[src/hw/syncRam.sv]
`default_nettype none

module syncRam #(
	parameter int DEPTH = 256,
	parameter int DATA_WIDTH = 12
) (
	input wire logic clk,
	input wire logic writeEn,
	input wire logic [$clog2(DEPTH)-1:0] writeAddr,
	input wire logic [DATA_WIDTH-1:0] writeData,
	input wire logic [$clog2(DEPTH)-1:0] readAddr,
	output logic [DATA_WIDTH-1:0] readData
);

	// Storage array, maps to block RAM
	logic [DATA_WIDTH-1:0] mem [DEPTH];

	// Write port
	always_ff @(posedge clk) begin
		if (writeEn) begin
			mem[writeAddr] <= writeData;
		end
	end

	// Registered read, one cycle of latency
	// Same address written in the same cycle reads the old contents
	always_ff @(posedge clk) begin
		readData <= mem[readAddr];
	end

endmodule

`default_nettype wire

[config.mk]
export PLATFORM = sky130hd
export DESIGN_NAME = syncRam
export DESIGN_NICKNAME = d
export VERILOG_FILES = /design/src/hw/syncRam.sv
export SDC_FILE = /design/constraint.sdc
export NUM_CORES = 2
export LEC_CHECK = 0
export ABC_AREA = 1
export BUFFER_PORTS_ARGS = -buffer_cell sky130_fd_sc_hd__buf_4
export CAP_MARGIN = 20
export CORE_ASPECT_RATIO = 1.1
export CORE_MARGIN = 2
export CORE_UTILIZATION = 30
export DETAILED_ROUTE_END_ITERATION = 10
export SYNTH_ARGS = -nofsm -noshare
export SYNTH_HDL_FRONTEND = slang
export SYNTH_SLANG_ARGS = --single-unit
[constraint.sdc]
create_clock -name clk -period 5 [get_ports clk]
set_input_delay 0.5 -clock clk [delete_from_list [all_inputs] [get_ports clk]]
set_output_delay 0.5 -clock clk [all_outputs]
set_load 0.05 [all_outputs]
# --- Word-level counts from Yosys, hierarchy flattened ---
# Memories as Yosys holds them, arrays and structs flattened. A register that Yosys moved wholly into a read port is not among the register bits.
# Index checks and enable logic that the tools add are counted.
totals:
  register_bits: 0
  mem_bits_rw: 3072
  output_inout_bits: 12
  word_cells: 3
  memories: 1
memory_table:
  columns: ["memory", "words", "word_bits", "rd", "rd_ports_with_merged_regs", "wr", "line_no", "text"]
  rows:
  - ["mem", 256, 12, 1, 1, 1, "16", "logic [DATA_WIDTH-1:0] mem [DEPTH];"]
op_classes:
  mux: 2
ops:
  columns: ["cell", "count"]
  rows:
  - ["2-to-1 mux 1 bit", 2]

# --- Longest topological paths before layout ---
depth:
  ltp_word: 2
  depth_mapped: 15
  mapped_depth_nobuf: 11

# --- Worst setup path after synthesis ---
# OpenSTA, ideal clock, no wires.
synth_timing:
  kind: "in2reg"
  startpoint: "input writeEn"
  endpoint: "memory mem[162][0] (enable)"
  setup_time_ps: 380
  arrival_time_ps: 1787
  path_slack_ps: 2833
  cell_stages: 4
  path_buffers: 2
  path_cell_list: "clkbuf_1 -> nand3_1 -> clkbuf_1 -> nor2_1"
synth_between:
  elab_chain_len: 2
synth_rtl:
  columns: ["item", "line_no", "text"]
  rows:
  - ["start, declared", "8", "input wire logic writeEn,"]
  - ["2-to-1 mux 1 bit", "20", "if (writeEn) begin"]
  - ["2-to-1 mux 1 bit (implied by the code)", "21", "mem[writeAddr] <= writeData;"]
  - ["end, declared", "16", null]
# Every way passes these cells.

==> results.py <==
metrics = {
    "finish": {
        "syn2layout_area_growth_pct": 14.0,
        "final_common_cell": "nand2_1",
        "final_layout_size_suffix_gt1_share_pct": 9.17,
        "utilization_pct": 34.3,
        "num-nets-final": 10500,
        "final_cell_area_sq_mm": 0.142,
        "layoutNonFillerInstCount": 16200,
        "mostFrequentLayoutCells": "3151 x nand2_1, 3072 x edfxtp_1, 3027 x nand3_1, 465 x buf_4, 325 x clkbuf_16",
    },
    "cts": {
        "cts-root-buf": "clkbuf_16",
        "cts.sinks": 3084,
        "cts_htree_levels": 5,
        "cts_tree": "done",
        "postCtsSetupRepairBufs": 0,
        "clk_pin_slew_ns": 0.06,
        "clk_latency_ns": 0.88,
        "cts_hold_buffers": 1,
        "cts.path.max_buffers": 4,
        "cts_made_buffers": 316,
        "cts_resized": 0,
    },
    "drt": {
        "dr.pass1.iters": 7,
        "via_count": 81800,
        "ant_nets": 0,
        "totalWireLength_um": 368000,
        "remaining_drc_errors": 0,
        "wl_per_cell_um": 22.7,
        "drtIter0Drc": 9311,
        "avgViaCountPerCell": 5.05,
    },
    "timing": {
        "fmax_mhz": 285,
        "setup_viol": 0,
        "rsz0062_at_grt": "false",
        "period_needed_ns": 3.51,
        "period_share_pct": 70.3,
        "fin_ws_ns": 1.49,
        "tightest_slew_ns": 1.22,
        "skew_ns": 0.0425,
        "drv_slew": 0,
        "max_slew_margin_pct": 18.7,
        "hold_slack_ns": 0.0277,
        "hold_viol_final": 0,
        "tns_ns": 0,
    },
    "setup_path": {
        "cp-startpoint": "readAddr[0]",
        "critPathArrivalTime_ns": 4.32,
        "rr_endpoint": "readData[10]",
        "rr_worst_depth": 10,
        "cp-endpoint": "readData[11]",
        "worstSetupPathType": "primary input to flop",
        "rrSetupSlack_ns": 2.74,
        "path_max_fanout": 164,
        "crit_required_ns": 5.81,
        "rr_startpoint": "mem[210][10]",
        "crit_path_end_kind": "flop",
        "critPathLaunchType": "primary input",
    },
    "yosys": {
        "ys_types": 15,
        "synth_cells": 10300,
        "syn_nets": 10300,
        "netlist_area_sq_mm": 0.125,
        "seq_area_frac_synth_pct": 74.1,
        "syn-mean-instance-area_sq_um": 12.1,
        "ys_ff_latch": 3084,
        "synth_warnings": 0,
    },
    "die": {
        "initial_core_util_pct": 30.1,
        "die-area_sq_mm": 0.421,
        "die_w_um": 619,
        "die_height_um": 681,
        "rows": 248,
        "io_pins": 42,
        "core_sq_mm": 0.415,
    },
    "placed_design": {
        "place_ws_ns": 0.889,
        "placed_area_sq_mm": 0.133,
        "gp_congestion": 0.848,
        "io_buffers": 41,
        "dpl.hpwl_um": 211000,
        "dpl.cell_count": 15600,
    },
    "pwr": {
        "power_switching_mw": 12.4,
        "intPower_mw": 42.1,
        "clkPwrFrac_pct": 41.3,
        "p_comb_share_pct": 6.3,
        "total_power_mw": 54.5,
        "powerDensity_mw_per_mm2": 383,
        "p_sw_share_pct": 22.7,
        "p_leak_nw": 49.0,
        "seqPwrFrac_pct": 52.4,
        "ir_drop_uv": 237,
    },
    "grt": {
        "grt_antenna_before_repair": 17,
        "grt-ovfl-total": 0,
        "grt_start_max_net_pins": 165,
        "grt_pass1_wl_um": 534000,
        "grt_pass1_vias": 77000,
        "groute.usage.overall_pct": 17.0,
    },
    "worst_hold_path": {
        "hp-class": "primary input to flop",
    },
    "job": {
        "cap_violations": 0,
    },
    "status": {
        "run_status": "complete, no violations",
    },
}
## power by group through the flow
| stage | Sequential (mW) | Clock, mW | Combinational (mW) |
|---|---|---|---|
| 3_3_place_gp | 29.1 | 0 | 3.39 |
| 2_1_floorplan | 29.1 | 0 | 1.79 |
| 5_1_grt | 28.5 | 23.8 | 3.67 |
| 4_1_cts | 28.5 | 22.8 | 3.42 |
| 3_5_place_dp | 29.1 | 0 | 3.41 |
| 6_report | 28.5 | 22.5 | 3.42 |
## area by class of cell
type | instances | area (sq um)
well taps | 5500 | 6880
clock inverters | 149 | 1150
flip-flops and latches | 3084 | 92500
repair buffers | 545 | 4950
fillers | 40400 | 272000
clock buffers | 401 | 8480
multi-input cells | 6477 | 28100
diodes | 13 | 32.5
inverters | 39 | 188
## cell usage after synthesis, drive strengths merged
cell / instances / area share [%]
dfxtp: 12 / 0.19
clkinv: 2 / 0.0060
inv: 37 / 0.11
nor2: 283 / 0.85
edfxtp: 3072 / 74
clkbuf: 119 / 0.36
nand2: 3167 / 9.5
nand3: 3027 / 12
buf: 592 / 3.0
## cell families (layout without fill, tap and decap cells)
kind of cell	Yosys count	after routing	synth area share, %
and+or+nand+nor	6477	6477	22.5
DFF	3084	3084	74.1
buffers and inverters	750	1134	3.44
other	0	13	0
## per-layer routing
metal  track usage (%)  vias to the layer above  part of all wire (%)
met5                 0                        -                 0.018
met2              27.7                     3658                    48
met3              2.80                      652                   8.5
met4              6.34                       10                   3.6
li1                  -                    37000                     -
met1              22.6                    40500                    40
## state kept, by name, indices dropped and copies added, names as in the netlist
signal / count
readData: 12
mem: 3072
## worst max-delay path, cell delays in order
cell and delay [ns]:
buf_8 0.22, inv_16 0.56, buf_12 0.38, buf_4 0.34, nand2_1 0.08, nand3_1 0.08
nand3_1 0.18, nand3_1 0.15, nand3_1 0.14, nand3_1 0.10, nand3_1 0.39, nand2_1 0.36
nand2_1 0.15, nand2_1 0.10
## worst min path at each step
stage,from,endpoint,slack (ns),cells after the start
after floorplan,writeData[0],mem[0][0],0.60,0
after global placement,writeData[6],mem[134][6],0.93,1
after detailed placement,writeData[6],mem[134][6],0.93,1
after CTS,writeData[4],mem[97][4],0.008,1
after global routing,writeData[4],mem[96][4],0.04,1
final,writeData[4],mem[96][4],0.03,1
Note: power is estimated with default switching activity, not from simulation.
