File: src/hw/vgaPkg.sv
`default_nettype none

package vgaPkg;

	// Bits per color channel on the DAC pins
	localparam int CHANNEL_BITS = 4;

	// 12-bit color, red in the top nibble, then green, then blue
	typedef logic [3*CHANNEL_BITS-1:0] color_t;

	// Palette index stored per pixel in the image memory
	typedef logic [7:0] paletteIndex_t;

	// Score level from the game logic, compared unsigned
	typedef logic [31:0] score_t;

	// Number of palette entries, one per possible index
	localparam int PALETTE_DEPTH = 256;

	// Score board grid
	// Tile number is row * TILE_COLUMNS + column
	localparam int TILE_COLUMNS = 4;
	localparam int TILE_ROWS = 3;

	// Tile colors
	localparam color_t COLOR_BLACK = '0;
	localparam color_t COLOR_WHITE = '1;

endpackage

`default_nettype wire

File: src/hw/pixelOutput.sv
`default_nettype none

module pixelOutput (
	input wire logic clk,
	input wire logic reset,
	input wire logic active,
	input wire logic hSyncRaw,
	input wire logic vSyncRaw,
	input wire vgaPkg::color_t imageColor,
	input wire vgaPkg::color_t tileColor,
	input wire logic ingame,
	output logic hSync,
	output logic vSync,
	output logic [vgaPkg::CHANNEL_BITS-1:0] vgaR,
	output logic [vgaPkg::CHANNEL_BITS-1:0] vgaG,
	output logic [vgaPkg::CHANNEL_BITS-1:0] vgaB
);

	import vgaPkg::*;

	// Two stage delay lines for the raster controls
	// Bit 0 is one cycle behind the timing generator, bit 1 two cycles
	logic [1:0] activeDelay;
	logic [1:0] hSyncDelay;
	logic [1:0] vSyncDelay;

	// Final registered color
	color_t colorOut;
	color_t colorNext;

	// Control delay, cleared to blank and sync inactive
	always_ff @(posedge clk) begin
		if (reset) begin
			activeDelay <= '0;
			hSyncDelay <= '1;
			vSyncDelay <= '1;
		end else begin
			activeDelay <= {activeDelay[0], active};
			hSyncDelay <= {hSyncDelay[0], hSyncRaw};
			vSyncDelay <= {vSyncDelay[0], vSyncRaw};
		end
	end

	// Picture select
	// Score board while the game runs, attract image otherwise
	always_comb begin
		if (!activeDelay[1]) begin
			colorNext = COLOR_BLACK;
		end else if (ingame) begin
			colorNext = tileColor;
		end else begin
			colorNext = imageColor;
		end
	end

	// Output register, ingame is sampled here
	always_ff @(posedge clk) begin
		if (reset) begin
			hSync <= 1'b1;
			vSync <= 1'b1;
			colorOut <= COLOR_BLACK;
		end else begin
			hSync <= hSyncDelay[1];
			vSync <= vSyncDelay[1];
			colorOut <= colorNext;
		end
	end

	// Split into the three channels, red on top
	assign vgaR = colorOut[3*CHANNEL_BITS-1:2*CHANNEL_BITS];
	assign vgaG = colorOut[2*CHANNEL_BITS-1:CHANNEL_BITS];
	assign vgaB = colorOut[CHANNEL_BITS-1:0];

endmodule

`default_nettype wire

File: config.mk
export PLATFORM = sky130hd
export DESIGN_NAME = pixelOutput
export DESIGN_NICKNAME = d
export VERILOG_FILES = /design/src/hw/vgaPkg.sv /design/src/hw/pixelOutput.sv
export SDC_FILE = /design/constraint.sdc
export NUM_CORES = 1
export LEC_CHECK = 0
export BUFFER_PORTS_ARGS = -buffer_cell sky130_fd_sc_hd__buf_2
export CAP_MARGIN = 0
export CORE_ASPECT_RATIO = 1.4
export CORE_MARGIN = 5
export CORE_UTILIZATION = 25
export CTS_CLUSTER_SIZE = 10
export DETAILED_ROUTE_END_ITERATION = 10
export PLACE_DENSITY_LB_ADDON = 0.1
export SYNTH_ARGS = -nofsm -noshare
export SYNTH_HDL_FRONTEND = slang
export SYNTH_SLANG_ARGS = --single-unit
File: constraint.sdc
create_clock -name clk -period 1.2 [get_ports clk]
set_input_delay 0.12 -clock clk [delete_from_list [all_inputs] [get_ports clk]]
set_output_delay 0.12 -clock clk [all_outputs]
set_load 0.02 [all_outputs]
# After elaboration in Yosys (flattened, before gate mapping)
# Cells that the tools add are included.
# word_totals
ff_bits	20
latchBits	0
mem_bits_rw	0
romBits	0
in_bits	30
output_inout_bits	14
word_cells	9
mem_count	0
# op_classes
add_sub_neg	0
mul	0
div	0
magnitude_cmp	0
eq_ne	0
shifts	0
n_mux	1
bitwise_logic	1
reduce_logical	1
# ops
cell	count
$mux 12	1
$reduce_or 2->1	1
$not 1->1	1

# Depth between registers and ports, before layout
# logic_depth
depth_word	2
mapped_depth	3
mapped_depth_nobuf	2

# Worst setup path after synthesis
# Ideal clock, no wire load.
# synth_timing
kind	flip-flop to flip-flop
startpoint	register activeDelay[1]
endpoint	register colorOut[10]
setup_ps	62
arrival_time_ps	617
slack_ps	521
stages_incl_launch_ff	4
synth_period_minus_slack_ps	679
cell_sequence	dfxtp_1 nand2b_4 buf_6 nor2_2
# synth_between
elab_chain_cells	2
# synth_lines
item	line_no	text
from (decl)	pixelOutput.sv:23	logic [1:0] activeDelay;
from (signal assigned)	pixelOutput.sv:38	activeDelay <= {activeDelay[0], active};
$not 1->1 (no line)	n/a	
$reduce_or 2->1 (no line)	n/a	
to (signal assigned)	pixelOutput.sv:65	colorOut <= colorNext;
to (decl)	pixelOutput.sv:28	color_t colorOut;
# Every way passes these cells.
# A chain may end at the register's enable or synchronous reset.

# Final worst setup path
# layout_timing
startpoint	register vSync
endpoint	output vSync
# layout_lines
item	line_no	text
from (decl)	pixelOutput.sv:13	output logic vSync,
from (signal assigned)	pixelOutput.sv:64	vSync <= vSyncDelay[1];
# No word-level cell between the ends.

==> run summary <==
count of pins over their slew limit: 0
Via density: 3.72
Clock Latency Late Sink: 280 ps
Cell variety after synth: 8
synthesized area: 677 µm²
crit-path cells: buf_2
CTS Buffer Depth: 2
first-pass GRT wire length: 2110 µm
CP Capture Type: output port
startpoint types: flip-flop
Post-DP HPWL: 1030 µm
PwrDens: 1160 nW/µm²
Top delay family on crit path: flip-flops
#FFs+latches synth: 20
Top FF cell, synth: dfxtp_1
H-tree levels: 1
Area Overhead vs Synth: 41.4%
R2R Path Start: activeDelay[1]
Synth Area in Simple Gates: 0.198
sequential area share after synthesis: 0.591
worst hold path class: input pin to flip-flop
fin crit share: 0.734
net count after synthesis: 85
wire per inst: 9.66 µm
dpl ws: 316 ps
max cap viols: 0
GRT Total Usage: 0.0753
clk_skew: 6.09 ps
largest fanout on the critical path: 1
number of buffers inserted by port buffering: 43
largest family of logic cells by synthesized area: simple AND/OR/NAND/NOR gates
fin area: 957 µm²
hold_sp: active
fmax: 1140 MHz
CP Class: flip-flop to output port
FF-to-FF End: colorOut[0]
Synth top area share: 0.591
Starting Density: 0.259
master cell of the clock root buffer: clkbuf_4
VDD IR max: 0.734 mV
I/O pin count: 44
Compound-Gate Fraction of Synth Area: 0
CP bufs+invs: 1
Worst slew margin: 0.769
DRT iter0 DRCs: 13
initial antenna violation count: 0
Syn Inst Count: 55
R2R setup slack: 520 ps
CTS resizes: 0
asr flop ratio synth: 0
Post-DP Area: 915 µm²
Overall Power: 1.11 mW
Req. time, crit path: 1080 ps
hold-critical path depth: 2
DRT Pass-1 Iters: 3
Vias: 510
gr ovfl total: 0
path depth of the worst reg2reg path: 2
die width: 54.0 µm
Rows: 22
XOR/XNOR Fraction of Synth Area: 0
synth cell count leaders: dfxtp_1 (20), mux2i_1 (12), nor2_2 (10)
CTS Buf Count: 3
status: finished clean
largest net degree at the start of global routing: 13
leading cell type by number of instances after synthesis: dfxtp_1
clock sinks: 20
Setup violations, final: 0
core area: 2620 µm²
multiplexer share of the synthesized area: 0.177
FILL cells: 281
Clock transition at path regs: 100 ps
die footprint: 3860 µm²
Synth area leader: dfxtp_1
postcts setup bufs: 0
slowest stage delay, CP: 320 ps
Area contributors post-synth: dfxtp_1 (59%), mux2i_1 (18%), nor2_2 (9.2%), or2_1 (5.5%), buf_6 (3.3%)
TNS Setup: 0 ps
n_diodes: 0
Final Hold Viols: 0
WL final: 1320 µm
final worst path period need: 880 ps
syn avg cell area: 12.3 µm²
vias in the first global route: 518
RSZ-0062 raised after global routing: false
antenna viol nets, final: 0
# DRC: 0
final-stage net count: 133
Ys Warns: 0
Die Ht: 71.6 µm
hold endpoint: activeDelay[0]
Static Leak: 0.477 nW
Tightest Pin Transition: 346 ps
slowest stage cell, crit path: dfxtp_1
crit path DAT: 760 ps
setup ws final: 320 ps
share of cells above drive strength 1: 0.564
routability cong.: 0.623
EDFF count, synth: 0
adder-cell share of the synthesized area: 0
CTS tree: built
final core occ: 0.366
==> state kept, by name, summed over array words and instances, names as in the netlist <==
| name | count |
|---|---|
| vSyncDelay | 2 |
| hSync | 1 |
| colorOut | 12 |
| activeDelay | 2 |
| vSync | 1 |
| hSyncDelay | 2 |
==> layer usage <==
metal  routed length, µm  track usage
met5                   0            0
met4                  17       0.0499
met3                 136       0.0208
met2                 696        0.124
met1                 474       0.0809
==> kinds of logic (layout without fill, tap and decap cells) <==
group,count (synthesis),in the layout
simple gates,21,21
mux,12,12
flops,20,20
buf+inv,2,48
==> power by group <==
group          internal, mW  total (mW)  switching, mW
clock network         0.116       0.292          0.176
registers             0.682       0.686        0.00390
logic                0.0721       0.131         0.0592
total                 0.870        1.11          0.239
==> what timing repair did <==
action,CTS,global route
hold buffers,2,0
hold endpoints to repair,2,0
setup endpoints to repair,0,0
==> worst max path at each step <==
stage	start	endpoint	slack, ps	cells after the start
final	vSync	vSync	320	1
after floorplan	activeDelay[1]	colorOut[10]	520	3
after CTS	vSync	vSync	290	1
after global placement	ingame	colorOut[1]	330	3
after global routing	hSync	hSync	260	1
after detailed placement	ingame	colorOut[7]	320	3
==> stage by stage <==
step,hold slack (ps),cells
detailed placement,299,132
finish,44.5,137
floorplan,192,55
global placement,296,132
CTS,25.9,137
global route,27.5,137
==> placed cells by master, fill, tap and decap left out <==
cell type and instances:
mux2i_1 12, nor2_1 2, clkbuf_4 3, nor2_2 10
or2_1 6, dlygate4sd3_1 2, dfxtp_1 20, buf_2 43
nand2b_4 1, nor2b_1 2
==> final cells by class <==
cell class                      count  area [µm²]  area share
Tap cell                           36        45.0      0.0471
Clock buffer                        3        22.5      0.0235
Timing Repair Buffer               45         235       0.246
Sequential cell                    20         400       0.418
Multi-Input combinational cell     33         254       0.265
Power figures use the tool's default switching activity.
