File: config.mk
export PLATFORM = sky130hd
export DESIGN_NAME = scoreTiles
export DESIGN_NICKNAME = d
export VERILOG_FILES = /design/src/hw/vgaPkg.sv /design/src/hw/scoreTiles.sv
export SDC_FILE = /design/constraint.sdc
export NUM_CORES = 1
export LEC_CHECK = 0
export BUFFER_PORTS_ARGS = -buffer_cell sky130_fd_sc_hd__buf_4
export CAP_MARGIN = 40
export CORE_MARGIN = 2
export CORE_UTILIZATION = 22
export DETAILED_ROUTE_END_ITERATION = 6
export PLACE_DENSITY = 0.75
export SLEW_MARGIN = 40
export SYNTH_ARGS = -nofsm -noshare
export SYNTH_HDL_FRONTEND = slang
export SYNTH_SLANG_ARGS = --single-unit
File: constraint.sdc
create_clock -name clk -period 1.55 [get_ports clk]
set_clock_uncertainty 0.1 [all_clocks]
set_input_delay 0.155 -clock clk [delete_from_list [all_inputs] [get_ports clk]]
set_output_delay 0.155 -clock clk [all_outputs]
set_load 0.02 [all_outputs]
File: src/hw/vgaPkg.sv
`default_nettype none

package vgaPkg;

	// Bits per color channel on the DAC pins
	localparam int CHANNEL_BITS = 4;

	// 12-bit color, red in the top nibble, then green, then blue
	typedef logic [3*CHANNEL_BITS-1:0] color_t;

	// Palette index stored per pixel in the image memory
	typedef logic [7:0] paletteIndex_t;

	// Score level from the game logic, compared unsigned
	typedef logic [31:0] score_t;

	// Number of palette entries, one per possible index
	localparam int PALETTE_DEPTH = 256;

	// Score board grid
	// Tile number is row * TILE_COLUMNS + column
	localparam int TILE_COLUMNS = 4;
	localparam int TILE_ROWS = 3;

	// Tile colors
	localparam color_t COLOR_BLACK = '0;
	localparam color_t COLOR_WHITE = '1;

endpackage

`default_nettype wire

File: src/hw/scoreTiles.sv
`default_nettype none

module scoreTiles #(
	parameter int WIDTH = 640,
	parameter int HEIGHT = 480
) (
	input wire logic clk,
	input wire logic [$clog2(WIDTH)-1:0] x,
	input wire logic [$clog2(HEIGHT)-1:0] y,
	input wire vgaPkg::score_t score,
	output vgaPkg::color_t tileColor
);

	import vgaPkg::*;

	localparam int X_BITS = $clog2(WIDTH);
	localparam int Y_BITS = $clog2(HEIGHT);

	// Tile size in pixels
	localparam int TILE_W = WIDTH / TILE_COLUMNS;
	localparam int TILE_H = HEIGHT / TILE_ROWS;

	// Index widths for the grid
	localparam int COL_BITS = $clog2(TILE_COLUMNS);
	localparam int ROW_BITS = $clog2(TILE_ROWS);
	localparam int TILE_BITS = $clog2(TILE_COLUMNS * TILE_ROWS);

	logic [COL_BITS-1:0] tileCol;
	logic [ROW_BITS-1:0] tileRow;
	logic [TILE_BITS-1:0] tileNum;

	// First stage result, then one more stage to meet the palette read
	color_t stageColor;

	// Column is the number of tile boundaries already passed
	// Leftover pixels of an uneven split fall into the last column
	always_comb begin
		tileCol = '0;
		for (int c = 1; c < TILE_COLUMNS; c++) begin
			if (x >= X_BITS'(c * TILE_W)) begin
				tileCol = COL_BITS'(c);
			end
		end
	end

	// Same for the row
	always_comb begin
		tileRow = '0;
		for (int r = 1; r < TILE_ROWS; r++) begin
			if (y >= Y_BITS'(r * TILE_H)) begin
				tileRow = ROW_BITS'(r);
			end
		end
	end

	// Tile number, row major
	assign tileNum = TILE_BITS'(tileRow) * TILE_BITS'(TILE_COLUMNS) + TILE_BITS'(tileCol);

	// Score sampled here, tile k goes black once the score passes k
	always_ff @(posedge clk) begin
		if (score > score_t'(tileNum)) begin
			stageColor <= COLOR_BLACK;
		end else begin
			stageColor <= COLOR_WHITE;
		end
	end

	// Second stage, lines up with the palette output
	always_ff @(posedge clk) begin
		tileColor <= stageColor;
	end

endmodule

`default_nettype wire

# Word-level counts from Yosys, hierarchy flattened
# Index checks and enable logic that the tools add are counted.
[op_classes]
n_addsub = 1
order_cmp = 6
mux = 6
[op_table]
columns = ["operator", "count"]
rows = [
  ["greater-than comparator 32 x 4 -> 1 bit", 1],
  [">= comparator 10 x 9 -> 1 bit, second input constant", 2],
  ["two-way mux 12 bit", 1],
  [">= comparator 10 x 8 -> 1 bit, second input constant", 1],
  [">= comparator 9 x 8 -> 1 bit, second input constant", 1],
  [">= comparator 9 bit, second input constant", 1],
  ["two-way mux 2 bit", 3],
  ["adder 4 x 2 -> 4 bit", 1],
  ["two-way mux 1 bit", 2],
]
[totals]
inputBits = 52
regBits = 24

# Depth between registers and ports, before layout
[logic_depth]
word_depth = 7
ltp_mapped = 7
ltp_nobuf = 7

# Worst setup path before layout
# Ideal clock, no wire load.
[synth_timing]
kind = "input to register"
start = "in x[8]"
end = "reg stageColor[10]"
path_buffers = 0
cell_stages = 6
setup_slack_ns = -0.070
required_ns = 1.359
arrival_time_ns = 1.429
cell_sequence = "inv_1 -> maj3_1 -> a211o_1 -> ha_1 -> a41oi_1 -> a311oi_1"
[synth_via]
elab_chain_len = 7
word_cells_on_any_way = 9
cone_classes = "add/sub: 1; order compare: 4; mux: 4"
[synth_lines]
columns = ["item", "line_no", "source"]
rows = [
  ["from (decl)", "scoreTiles.sv:8", "input wire logic [$clog2(WIDTH)-1:0] x,"],
  [">= comparator 10 x 8 -> 1 bit", "scoreTiles.sv:40", "if (x >= X_BITS'(c * TILE_W)) begin"],
  ["two-way mux 1 bit", "scoreTiles.sv:40", ""],
  ["two-way mux 2 bit", "scoreTiles.sv:40", ""],
  ["two-way mux 2 bit *", "scoreTiles.sv:40", ""],
  ["adder 4 x 2 -> 4 bit *", "scoreTiles.sv:57", "assign tileNum = TILE_BITS'(tileRow) * TILE_BITS'(TILE_COLUMNS) + TILE_BITS'(tileCol);"],
  ["greater-than comparator 32 x 4 -> 1 bit *", "scoreTiles.sv:61", "if (score > score_t'(tileNum)) begin"],
  ["two-way mux 12 bit *", "scoreTiles.sv:61", ""],
  ["to (signal assigned)", "scoreTiles.sv:62", "stageColor <= COLOR_BLACK;"],
  ["to (signal assigned)", "scoreTiles.sv:64", "stageColor <= COLOR_WHITE;"],
  ["to (decl)", "scoreTiles.sv:33", "color_t stageColor;"],
]
# Every way passes the cells marked *; elsewhere a longest branch is shown, timed or not.

# Worst setup path after layout
[layout_timing]
start = "in x[6]"
end = "reg stageColor[10]"
# The elaborated chain is that of the path after synthesis.

==> flow_metrics.tcl <==
set metrics [dict create \
    outcome "complete, no violations" \
    routed-via-count 499 \
    synth_top_area_cell "buf_4" \
    clockBufferDepth 2 \
    antenna_found_initial 0 \
    arrival_ns 1.48 \
    synthToLayoutAreaGrowth_pct 113 \
    synth_cell_types 19 \
    drv_slew 0 \
    first_iter_violations 2 \
    yosys-top-cells-area "buf_4, ha_1, nor4_1, dfxtp_1, nor2_1" \
    track_usage 0.124 \
    grt_pass1_vias 441 \
    grt_max_degree 13 \
    wl_per_cell_um 9.37 \
    ys_seq_elements 2 \
    final_area_sq_um 718 \
    cts_resized 0 \
    viasPerCell 4.62 \
    dr.pass1.iters 2 \
    fin_crit_ns 1.44 \
    cts-hold-fix-buffers 0 \
    worstHoldPathType "in2reg" \
    irDropWorstVdd_v 0.000245 \
    yosysWarnings 0 \
    seq_area_frac_synth 0.119 \
    cts_root_buf "clkbuf_4" \
    cts_buffers 3 \
    hpwlAfterDp_um 937 \
    powerDensity_nw_per_um2 420 \
    totalWireLength_um 1010 \
    antenna_cells 0 \
    relSlewSlack 0.784 \
    core_area_sq_um 1470 \
    final_nets 150 \
    grt_pass1_wl_um 1680 \
    synthesis.area_sq_um 338 \
    path_max_fanout 3 \
    start_util 0.230 \
    gp_congestion 0.684 \
    hold_viol 0 \
    finalSetupViolCount 0 \
    clock_latency_ns 0.23 \
    leakagePower_nw 0.378 \
    setup-tns-final_ns 0 \
    grt_overflow 0 \
    critPathKind "in2reg" \
    drc_errors 0 \
    drive_above_1_share 0.652 \
    die_h_um 43.2 \
    die_area_sq_um 1860 \
    end_kind "flop" \
    synthesis.nets 101 \
    maxCapViolations 0 \
    grt_setup_unrepaired "false" \
    crit_path_start_kind "input port" \
    max_freq_mhz 692 \
    port_buffers 53 \
    post_cts_buffers 0 \
    place_area_sq_um 696 \
    clk_pin_slew_ns 0.03 \
    synth.top_cell.area_share 0.244 \
    num_rows 14 \
    die_w_um 43.2 \
    postSynthAreaPerCell_sq_um 7.51 \
    timing_worst_slew_pin_value_ns 0.324 \
    period_share 0.932 \
    io_pins 64 \
    ant_nets 0 \
    synthCells 45 \
    cts.sinks 2 \
    cts_tree "done" \
    cts.htree.levels 1 \
    cp.required_ns 1.59 \
]
stage by stage:
step / std cells / setup WS [ns] / power (mW) / util / hold slack (ns)
after floorplan: 45 / 0.0167 / 0.0936 / - / 0.210
after global placement: 105 / -0.147 / 0.184 / 0.473 / 0.211
after detailed placement: 105 / -0.139 / 0.187 / 0.473 / 0.216
after CTS: 108 / 0.0997 / 0.312 / 0.488 / 0.0972
after global routing: 108 / 0.0193 / 0.338 / 0.488 / 0.0980
final: 108 / 0.106 / 0.302 / 0.488 / 0.0986
state kept, by name, indices dropped and copies added (netlist names):
name	count
tileColor	1
stageColor	1
final cells by class:
type	count	area (sq um)
tap	16	20.0
multi-input combinational	30	215
sequential	2	40.0
fill	157	753
timing repair buffer	55	413
inverter	2	7.51
clock buffer	3	22.5
power breakdown:
part	internal [mW]	switching, mW
clock network	0.0856	0.0316
registers	0.0519	0.000000000528
logic	0.0940	0.0386
cell families (layout without fill, tap and decap cells):
kind of cell,after synthesis,count (layout),share of synthesized area
flip-flops,2,2,0.119
adder cells (fa/ha/maj),5,5,0.178
AND/OR/NAND/NOR,20,20,0.330
AO/OA/AOI/OAI,5,5,0.107
buffers and inverters,13,60,0.267
critical path, stage by stage:
cell and delay, ns:
buf_4 0.12, nor2_1 0.10, nor2_1 0.04, nor2_1 0.08
ha_1 0.24, nor2b_1 0.12, or4_1 0.39, a311oi_1 0.24
synth_stat cells:
| master | count |
|---|---|
| o21ai_0 | 1 |
| a41oi_1 | 1 |
| maj3_1 | 1 |
| a311oi_1 | 1 |
| nand4_1 | 1 |
| nand3_1 | 1 |
| nor2_1 | 5 |
| or2_2 | 1 |
| a211o_1 | 1 |
| ha_1 | 4 |
| nor3b_1 | 1 |
| or4_1 | 1 |
| nor2b_1 | 1 |
| nor4_1 | 7 |
| dfxtp_1 | 2 |
| inv_1 | 2 |
| a21oi_1 | 1 |
| nor3_1 | 2 |
| buf_4 | 11 |
worst paths after layout:
check / from / endpoint / slack [ns] / depth (start not counted)
worst max-delay path: x[6] / stageColor[10]$_DFF_P_ / 0.11 / 8
worst min-delay path: score[18] / stageColor[10]$_DFF_P_ / 0.1 / 4
worst max register to register: stageColor[10]$_DFF_P_ / tileColor[10]$_DFF_P_ / 1.05 / 0
worst min register to register: stageColor[10]$_DFF_P_ / tileColor[10]$_DFF_P_ / 0.23 / 0
cells in the final DEF, fill, tap and decap left out:
cell type | Yosys | layout
nor4_1 | 7 | 7
buf_4 | 11 | 55
or2_2 | 1 | 1
nor3b_1 | 1 | 1
a41oi_2 | 0 | 1
maj3_1 | 1 | 1
a311oi_1 | 1 | 1
inv_1 | 2 | 2
nand3_1 | 1 | 1
clkbuf_4 | 0 | 3
nor2b_1 | 1 | 1
nand4_1 | 1 | 1
a21oi_1 | 1 | 1
a211o_1 | 1 | 1
nor3_1 | 2 | 2
o21ai_0 | 1 | 1
nor2_1 | 5 | 5
or4_1 | 1 | 1
ha_1 | 4 | 4
dfxtp_1 | 2 | 2
per-layer routing:
metal,share of wire,up-vias,wire length (um),global-route usage
li1,-,253,-,-
met1,0.34,218,341,0.123
met2,0.51,26,520,0.203
met3,0.14,2,141,0.0766
met4,0.0079,0,8,0.0545
met5,0,-,0,0
Power figures use the tool's default switching activity.
