**src/hw/vgaTiming.sv**
```systemverilog
`default_nettype none

module vgaTiming #(
	parameter int WIDTH = 640,
	parameter int HEIGHT = 480,
	parameter int H_FRONT = 16,
	parameter int H_SYNC = 96,
	parameter int H_BACK = 48,
	parameter int V_FRONT = 10,
	parameter int V_SYNC = 2,
	parameter int V_BACK = 33
) (
	input wire logic clk,
	input wire logic reset,
	output logic [$clog2(WIDTH)-1:0] x,
	output logic [$clog2(HEIGHT)-1:0] y,
	output logic [$clog2(WIDTH*HEIGHT)-1:0] pixelAddr,
	output logic active,
	output logic hSyncRaw,
	output logic vSyncRaw
);

	// Full line and frame lengths including porches and sync
	localparam int H_TOTAL = WIDTH + H_FRONT + H_SYNC + H_BACK;
	localparam int V_TOTAL = HEIGHT + V_FRONT + V_SYNC + V_BACK;
	localparam int H_BITS = $clog2(H_TOTAL);
	localparam int V_BITS = $clog2(V_TOTAL);
	localparam int X_BITS = $clog2(WIDTH);
	localparam int Y_BITS = $clog2(HEIGHT);
	localparam int PIXEL_COUNT = WIDTH * HEIGHT;
	localparam int ADDR_BITS = $clog2(PIXEL_COUNT);

	// Sync pulse sits after the front porch
	localparam int H_SYNC_START = WIDTH + H_FRONT;
	localparam int H_SYNC_END = H_SYNC_START + H_SYNC;
	localparam int V_SYNC_START = HEIGHT + V_FRONT;
	localparam int V_SYNC_END = V_SYNC_START + V_SYNC;

	// Position in the line and line in the frame
	logic [H_BITS-1:0] hCount;
	logic [V_BITS-1:0] vCount;
	logic lineEnd;
	logic frameEnd;

	assign lineEnd = (hCount == H_BITS'(H_TOTAL - 1));
	assign frameEnd = (vCount == V_BITS'(V_TOTAL - 1));

	always_ff @(posedge clk) begin
		if (reset) begin
			hCount <= '0;
			vCount <= '0;
		end else begin
			// Wrap the pixel counter at the end of each line
			if (lineEnd) begin
				hCount <= '0;
				// Line counter moves once per line
				if (frameEnd) begin
					vCount <= '0;
				end else begin
					vCount <= vCount + 1'b1;
				end
			end else begin
				hCount <= hCount + 1'b1;
			end
		end
	end

	// Linear address of the current active pixel
	// Steps only on visible pixels, so it equals y * WIDTH + x without a multiplier
	always_ff @(posedge clk) begin
		if (reset) begin
			pixelAddr <= '0;
		end else if (active) begin
			// Last visible pixel of the frame, back to the top left corner
			if (pixelAddr == ADDR_BITS'(PIXEL_COUNT - 1)) begin
				pixelAddr <= '0;
			end else begin
				pixelAddr <= pixelAddr + 1'b1;
			end
		end
	end

	// Visible area
	assign active = (hCount < H_BITS'(WIDTH)) && (vCount < V_BITS'(HEIGHT));

	// Coordinates only carry meaning while active is high
	assign x = hCount[X_BITS-1:0];
	assign y = vCount[Y_BITS-1:0];

	// Both syncs are active low
	assign hSyncRaw = !((hCount >= H_BITS'(H_SYNC_START)) && (hCount < H_BITS'(H_SYNC_END)));
	assign vSyncRaw = !((vCount >= V_BITS'(V_SYNC_START)) && (vCount < V_BITS'(V_SYNC_END)));

endmodule

`default_nettype wire

```
**config.mk**
```make
export PLATFORM = sky130hd
export DESIGN_NAME = vgaTiming
export DESIGN_NICKNAME = d
export VERILOG_FILES = /design/src/hw/vgaTiming.sv
export SDC_FILE = /design/constraint.sdc
export NUM_CORES = 1
export LEC_CHECK = 0
export ABC_AREA = 1
export ABC_CLOCK_PERIOD_IN_PS = 3100
export BUFFER_PORTS_ARGS = -buffer_cell sky130_fd_sc_hd__buf_2
export CAP_MARGIN = 20
export CORE_AREA = 4 4 76 78
export CTS_CLUSTER_DIAMETER = 200
export DETAILED_ROUTE_END_ITERATION = 7
export DIE_AREA = 0 0 80 82
export MAX_ROUTING_LAYER = met4
export PLACE_DENSITY = 0.65
export SYNTH_ARGS = -nofsm -noshare
export SYNTH_HDL_FRONTEND = slang
export SYNTH_SLANG_ARGS = --single-unit
```
**constraint.sdc**
```tcl
create_clock -name clk -period 3.1 [get_ports clk]
set_input_delay 0.155 -clock clk [delete_from_list [all_inputs] [get_ports clk]]
set_output_delay 0.155 -clock clk [all_outputs]
set_load 0.005 [all_outputs]
```
# After elaboration in Yosys (flattened, before gate mapping)

Cells that the tools add are included.

Equality and inequality tests: 3
Order comparisons: 6
Reductions and logical operators: 6
$add $sub $neg: 3
Mux-type cells: 2

Operators with widths:

| operator                | count |
|---|---|
| $add A10 B1 Y10 const B | 2 |
| $eq A10 B10 Y1 const B  | 2 |
| $lt A10 B10 Y1 const B  | 2 |
| $lt A10 B9 Y1 const B   | 2 |
| $add A19 B1 Y19 const B | 1 |
| $eq A19 B19 Y1 const B  | 1 |
| $mux W19                | 1 |
| $ge A10 B10 Y1 const B  | 1 |
| $ge A10 B9 Y1 const B   | 1 |
| $mux W10                | 1 |
| $logic_and A1 B1 Y1     | 3 |
| $logic_not A1 Y1        | 2 |
| $reduce_or A2 Y1        | 1 |

Bits of input ports: 2
Word-level logic and storage cells: 23
Bits in registers: 39
Output and inout bits: 41

# Longest topological paths before layout

Gate-level depths: netlist of run 1.

Depth after elaboration: 3
Mapped depth: 9
Mapped depth without buffers: 9

# Least setup slack after synthesis of run 1

No wires, ideal clock.

Kind: reg2reg
Start point: reg hCount[0], in the netlist x[0]
End point: reg vCount[3]
Arrival: 1.309 ns
Path buffers: 1
Setup time: 0.116 ns
Period minus slack after synthesis: 1.425 ns
Cell stages (with the launch flop): 9
Path slack: 1.675 ns
Data required time: 2.984 ns
Path through: dfxtp_1 -> ha_1 -> nand3_2 -> nor2_2 -> nand2_1 -> buf_6 -> nor2_2 -> xor2_1 -> nor2_1

Longest elaborated chain between the ends: 1

RTL lines:

| item                   | RTL line | source |
|---|---|---|
| from (decl)            | 40       | `logic [H_BITS-1:0] hCount;` |
| from (signal assigned) | 63       | `hCount <= hCount + 1'b1;` |
| $eq A10 B10 Y1         | 45       | `assign lineEnd = (hCount == H_BITS'(H_TOTAL - 1));` |
| to (signal assigned)   | 60       | `vCount <= vCount + 1'b1;` |
| to (decl)              | 41       | `logic [V_BITS-1:0] vCount;` |

No other way between the ends.
A chain may end at the register's enable or synchronous reset.

# Worst setup path in the final report of run 1

Start point: reg hCount[0], in the netlist x[0]
End point: reg vCount[6]

Same word-level chain as after synthesis.

==> results of run 1 <==
## flip-flops by register name, summed over array words and instances (netlist names)
signal	cells
x	10
pixelAddr	19
vCount	10
## how the worst max path moves through the flow
| stage | slack [ps] | cells past startpoint | end | start |
|---|---|---|---|---|
| 3_5_place_dp | 1210 | 8 | vCount[6] | x[0] |
| 5_1_grt | 1050 | 8 | vCount[6] | x[0] |
| 3_3_place_gp | 1340 | 8 | vCount[3] | x[0] |
| 2_1_floorplan | 1680 | 8 | vCount[3] | x[0] |
| 4_1_cts | 1200 | 8 | vCount[6] | x[0] |
| 6_report | 1220 | 8 | vCount[6] | x[0] |
## Yosys cell counts, drive strengths merged
library cell  count  area (um^2)
nand2            84        327.8
nor2             72        322.8
inv              45        168.9
dfxtp            39        780.8
nand3            22        125.1
buf              12        95.08
a21oi            11        55.05
nand4             8        50.05
nor3              7        35.03
xor2              7        61.31
o21ai             6        41.29
ha                5        62.56
xnor2             5        43.79
or2               3        18.77
nor3b             2        15.01
a21o              1        7.510
o2111ai           1        8.760
o21bai            1        7.510
o31ai             1        7.510
## through the flow
step / total power [mW] / cell area (um^2) / instances / hold WS (ps)
finish: 0.8988 / 2525 / 439 / 220.5
global route: 0.9369 / 2525 / 439 / 232.4
CTS: 0.9114 / 2525 / 439 / 221.3
detailed placement: 0.5632 / 2437 / 432 / 476.0
global placement: 0.5620 / 2437 / 432 / 464.5
floorplan: 0.5486 / 2235 / 332 / 392.7
## metal layers
layer | wire length [um] | track usage [%]
met1 | 2453 | 20.73
met2 | 2258 | 26.16
met3 | 253 | 3.399
met4 | 18 | 4.561
met5 | 0 | -
## placed cells by master, fill, tap and decap left out, types with 7 or more instances in the layout
master,n
nand2_1,79
nor2_1,61
inv_1,44
buf_2,42
dfxtp_1,39
nand3_1,19
a21oi_1,11
nand4_1,8
nor3_1,7
xor2_1,7
## report_power, final
group	internal (mW)	leakage (nW)	total, mW	switching, mW
clock network	0.175	0.0470	0.348	0.174
logic	0.0141	0.788	0.0363	0.0223
registers	0.507	0.315	0.514	0.00693
total	0.696	1.15	0.899	0.203
## kinds of logic (layout without fill, tap and decap cells)
group | count (synthesis) | count (layout) | synth area share, %
AND/OR/NAND/NOR | 198 | 198 | 40.03
buffers and inverters | 57 | 94 | 11.81
flip-flops | 39 | 39 | 34.94
AO/OA/AOI/OAI | 21 | 21 | 5.711
XOR/XNOR | 12 | 12 | 4.703
adder cells (fa/ha/maj) | 5 | 5 | 2.800
## cell type report
type	count	area, um^2
sequential	39	780.7
inverter	45	168.9
tap	70	87.58
timing repair buffer	42	210.2
clock buffer	6	82.58
fill	544	2550
multi-input combinational	236	1190
clock inverter	1	5.005
==> flow_summary.json, run 1 <==
{
  "timing.setup.tns_ps": 0,
  "die_area_um2": 6560,
  "tritoncts.num_buffers": 5,
  "viasPerCell": 4.736,
  "start_kind": "register",
  "grt_overflow": 0,
  "cp-end-kind": "register",
  "holdPathEnd": "vCount[5]",
  "drtAntennaViolNets": 0,
  "final_util_pct": 49.75,
  "routed-via-count": 2079,
  "ys_types": 29,
  "routed_wl_mm": 4.983,
  "fin_skew_ps": 4.611,
  "hold_buffers": 0,
  "max_stage_delay_ps": 390,
  "hp-start": "reset",
  "tightest_slew_ps": 553.2,
  "cts-resized-gates": 0,
  "place.gp.congestion": 0.8468,
  "final.setup.worst_slack_ps": 1222,
  "area_growth_pct": 12.99,
  "rows": 26,
  "ioPinCount": 43,
  "die_width_um": 80,
  "critPathKind": "register to register",
  "yosysWarnings": 0,
  "dp_hpwl_mm": 3.779,
  "hp-class": "input pin to register",
  "p_per_area_nw_per_um2": 356.0,
  "rsz0062_at_grt": "no",
  "path_cells": "ha_1 > nand3_2 > nor2_2 > nand2_1 > nand2_2 > nand2_1 > inv_1 > a21oi_1",
  "grt_antenna_before_repair": 0,
  "yosysSeqAreaShare_pct": 34.94,
  "synthCells": 332,
  "clockBufferDepth": 2,
  "drive_gt1_share_pct": 19.24,
  "cts.reportedPaths.clkPinSlew_ps": 80,
  "status": "finished, final reports clean",
  "cap_violations": 0,
  "cts.sinks": 39,
  "syn-num-nets": 339,
  "cp_common_cell": "nand2_1",
  "setup_violations": 0,
  "grt_pass1_vias": 1935,
  "cts_tree": "yes",
  "rrSetupSlack_ps": 1220,
  "drv_slew": 0,
  "synth.avg_cell_area_um2": 6.731,
  "core_area_um2": 5075,
  "cts.htree.levels": 2,
  "syn-cell-area_um2": 2235,
  "drt_iter0_drc": 126,
  "worstHoldPathCells": 2,
  "synth_seq_cells": 39,
  "insertion_delay_ps": 280,
  "grt.total_usage_pct": 16.27,
  "cts_root_buffer": "clkbuf_8",
  "antenna_cells": 0,
  "die_h_um": 82,
  "max-vdd-ir-drop_uv": 272.8,
  "crit_slowest_cell": "dfxtp_1",
  "r2r_cells": 8,
  "crit_family": "simple AND/OR/NAND/NOR gates",
  "critical_path_arrival_ps": 2050,
  "drc": 0,
  "period_needed_ps": 1878,
  "timing.fmax_mhz": 532.4,
  "wl_per_cell_um": 11.35,
  "path_max_fanout": 11,
  "timing.rr.end": "vCount[6]",
  "fin_nets": 376,
  "grt_pass1_wl_mm": 8.431,
  "dp_slack_ps": 1209,
  "crit_required_ps": 3280,
  "fin_crit_sh_pct": 60.59,
  "slew_headroom_pct": 63.08,
  "cts_setup_buffers": 0,
  "crit_buf_inv": 1,
  "grt_max_degree": 14,
  "initial_core_util_pct": 44.03,
  "firstDrtPassIters": 4,
  "r2r-start": "x[0]",
  "io_buffers": 42,
  "p_leak_nw": 1.151,
  "hold_viol": 0
}
Power figures use the tool's default switching activity.
==> run 2, diff against run 1 <==
--- a/config.mk
+++ b/config.mk
@@ -6,7 +6,7 @@
 export NUM_CORES = 1
 export LEC_CHECK = 0
 export ABC_AREA = 1
-export ABC_CLOCK_PERIOD_IN_PS = 3100
+export ABC_CLOCK_PERIOD_IN_PS = 1600
 export BUFFER_PORTS_ARGS = -buffer_cell sky130_fd_sc_hd__buf_2
 export CAP_MARGIN = 20
 export CORE_AREA = 4 4 76 78
@@ -14,7 +14,7 @@
 export DETAILED_ROUTE_END_ITERATION = 7
 export DIE_AREA = 0 0 80 82
 export MAX_ROUTING_LAYER = met4
-export PLACE_DENSITY = 0.65
+export PLACE_DENSITY = 0.68
 export SYNTH_ARGS = -nofsm -noshare
 export SYNTH_HDL_FRONTEND = slang
 export SYNTH_SLANG_ARGS = --single-unit
==> constraint.sdc (replaced) <==
create_clock -name clk -period 1.6 [get_ports clk]
set_input_delay 0.08 -clock clk [delete_from_list [all_inputs] [get_ports clk]]
set_output_delay 0.08 -clock clk [all_outputs]
set_load 0.005 [all_outputs]
==> flow_summary.json, run 2 (synthesis gave the netlist of run 1 again) <==
{
  "fillCellCount": 528,
  "setup_violations": 0,
  "p_leak_nw": 1.231,
  "final.setup.worst_slack_ps": 86.37,
  "path_max_fanout": 7,
  "cts.reportedPaths.clkPinSlew_ps": 80,
  "place_area_um2": 2520,
  "period_needed_ps": 1514,
  "max-vdd-ir-drop_uv": 466.0,
  "drive_gt1_share_pct": 23.24,
  "tritoncts.num_buffers": 5,
  "grt_pass1_vias": 1888,
  "insertion_delay_ps": 290,
  "fin_nets": 389,
  "die_h_um": 82,
  "multi_input_area_um2": 1200,
  "largest_reg_flops": 19,
  "grt_pass1_wl_mm": 8.362,
  "stdcell_area_um2": 2665,
  "antenna_cells": 0,
  "viasPerCell": 4.731,
  "timing.setup.tns_ps": 0,
  "drt_iter0_drc": 91,
  "p_per_area_nw_per_um2": 724.2,
  "cts.sinks": 39,
  "max_stage_delay_ps": 320,
  "grt_overflow": 0,
  "cts_root_buffer": "clkbuf_8",
  "cts_tree": "yes",
  "crit_family": "buffers and inverters",
  "p_sw_mw": 0.4113,
  "fin_skew_ps": 6.800,
  "firstDrtPassIters": 4,
  "largest-register": "pixelAddr",
  "core_area_um2": 5075,
  "routed_wl_mm": 4.919,
  "cts.htree.levels": 2,
  "cp-end-kind": "output port",
  "status": "finished, final reports clean",
  "hold_buffers": 0,
  "drtAntennaViolNets": 0,
  "rsz0062_at_grt": "no",
  "hp-class": "input pin to register",
  "timing.fmax_mhz": 660.7,
  "layout_commonest_cell": "nand2_1",
  "drc": 0,
  "die_area_um2": 6560,
  "start_kind": "register",
  "critPathKind": "register to output port",
  "path_cells": "inv_1 > nand3_1 > nor2_4 > buf_4 > buf_2",
  "finalNonFillerCells": 453,
  "routed-via-count": 2143,
  "place.gp.congestion": 0.8512,
  "dp_hpwl_mm": 3.746,
  "layout_common_cells": "nand2_1, nor2_1, inv_1, buf_2, dfxtp_1",
  "initial_core_util_pct": 44.03,
  "drv_slew": 0,
  "hold_slack_ps": 135.3,
  "crit_buf_inv": 3,
  "sequentialPowerShare_pct": 51.5,
  "io_buffers": 42,
  "regArea_um2": 783.3,
  "clockBufferDepth": 2,
  "slew_headroom_pct": 76.69,
  "cap_violations": 0,
  "dp_slack_ps": 36.63,
  "tightest_slew_ps": 348.3,
  "p_int_mw": 1.519,
  "crit_slowest_cell": "dfxtp_1",
  "critical_path_arrival_ps": 1430,
  "power_mw": 1.930,
  "wl_per_cell_um": 10.86,
  "fin_crit_sh_pct": 94.60,
  "grt.total_usage_pct": 16.29,
  "crit_required_ps": 1520,
  "p_clk_share_pct": 44.6,
  "rrSetupSlack_ps": 130,
  "hold_viol": 0,
  "sw_frac_of_total_pct": 21.31,
  "combPwrFrac_pct": 3.9,
  "grt_max_degree": 13,
  "die_width_um": 80,
  "post-place-cells": 443,
  "ioPinCount": 43,
  "grt_antenna_before_repair": 0,
  "final_util_pct": 52.51,
  "area_growth_pct": 19.26,
  "rows": 26
}
## run 2: cell types whose count changed in the layout (fill, tap and decap cells not counted)
| cell | change |
|---|---|
| bufinv_16 | +1 |
| dfxtp_2 | +2 |
| nor2_2 | -1 |
| buf_4 | +13 |
| ha_1 | -1 |
| ha_2 | +1 |
| nand2_1 | -1 |
| nand2_2 | +1 |
| dfxtp_1 | -2 |
| nor2_4 | +1 |
## run 2: final cells by class
cell class / count / share of cell area (%)
clock buffer: 6 / 3.099
clock inverter: 2 / 1.315
inverter: 45 / 6.338
multi-input combinational: 236 / 45.02
sequential: 39 / 29.39
tap: 70 / 3.286
timing repair buffer: 55 / 11.55
## run 2: layer usage
| layer | global-route usage [%] | share of wire [%] |
|---|---|---|
| met1 | 20.12 | 48 |
| met2 | 26.16 | 46 |
| met3 | 3.728 | 4.7 |
| met4 | 5.743 | 1.1 |
| met5 | - | 0 |
## run 2: repair_timing
action,4_1_cts,5_1_grt
endpoints found under the setup margin,1,23
pin swaps,0,3
resized for setup,1,4
buffers inserted,0,2
## run 2: worst register-to-register path, stage by stage, from the launching register on
cell     delay [ps]
dfxtp_1         360
ha_1            200
nand3_1         150
nor2_4          160
nand2_1         130
o21ai_4         280
nor2_1           90
## run 2: power by group through the flow
stage               clock network, mW  logic (mW)  registers (mW)
floorplan                           0      0.0444            1.02
global placement                    0      0.0755            1.02
detailed placement                  0      0.0752            1.02
CTS                             0.888      0.0757           0.995
global route                    0.926      0.0834           0.997
finish                          0.861      0.0745           0.995
## run 2: worst paths after layout
check                                   from      endpoint  cells past startpoint
worst max-delay path               vCount[9]        active                      5
worst max register to register  pixelAddr[1]  pixelAddr[9]                      6
worst min register to register  pixelAddr[0]  pixelAddr[0]                      2
worst min-delay path                   reset     vCount[5]                      2
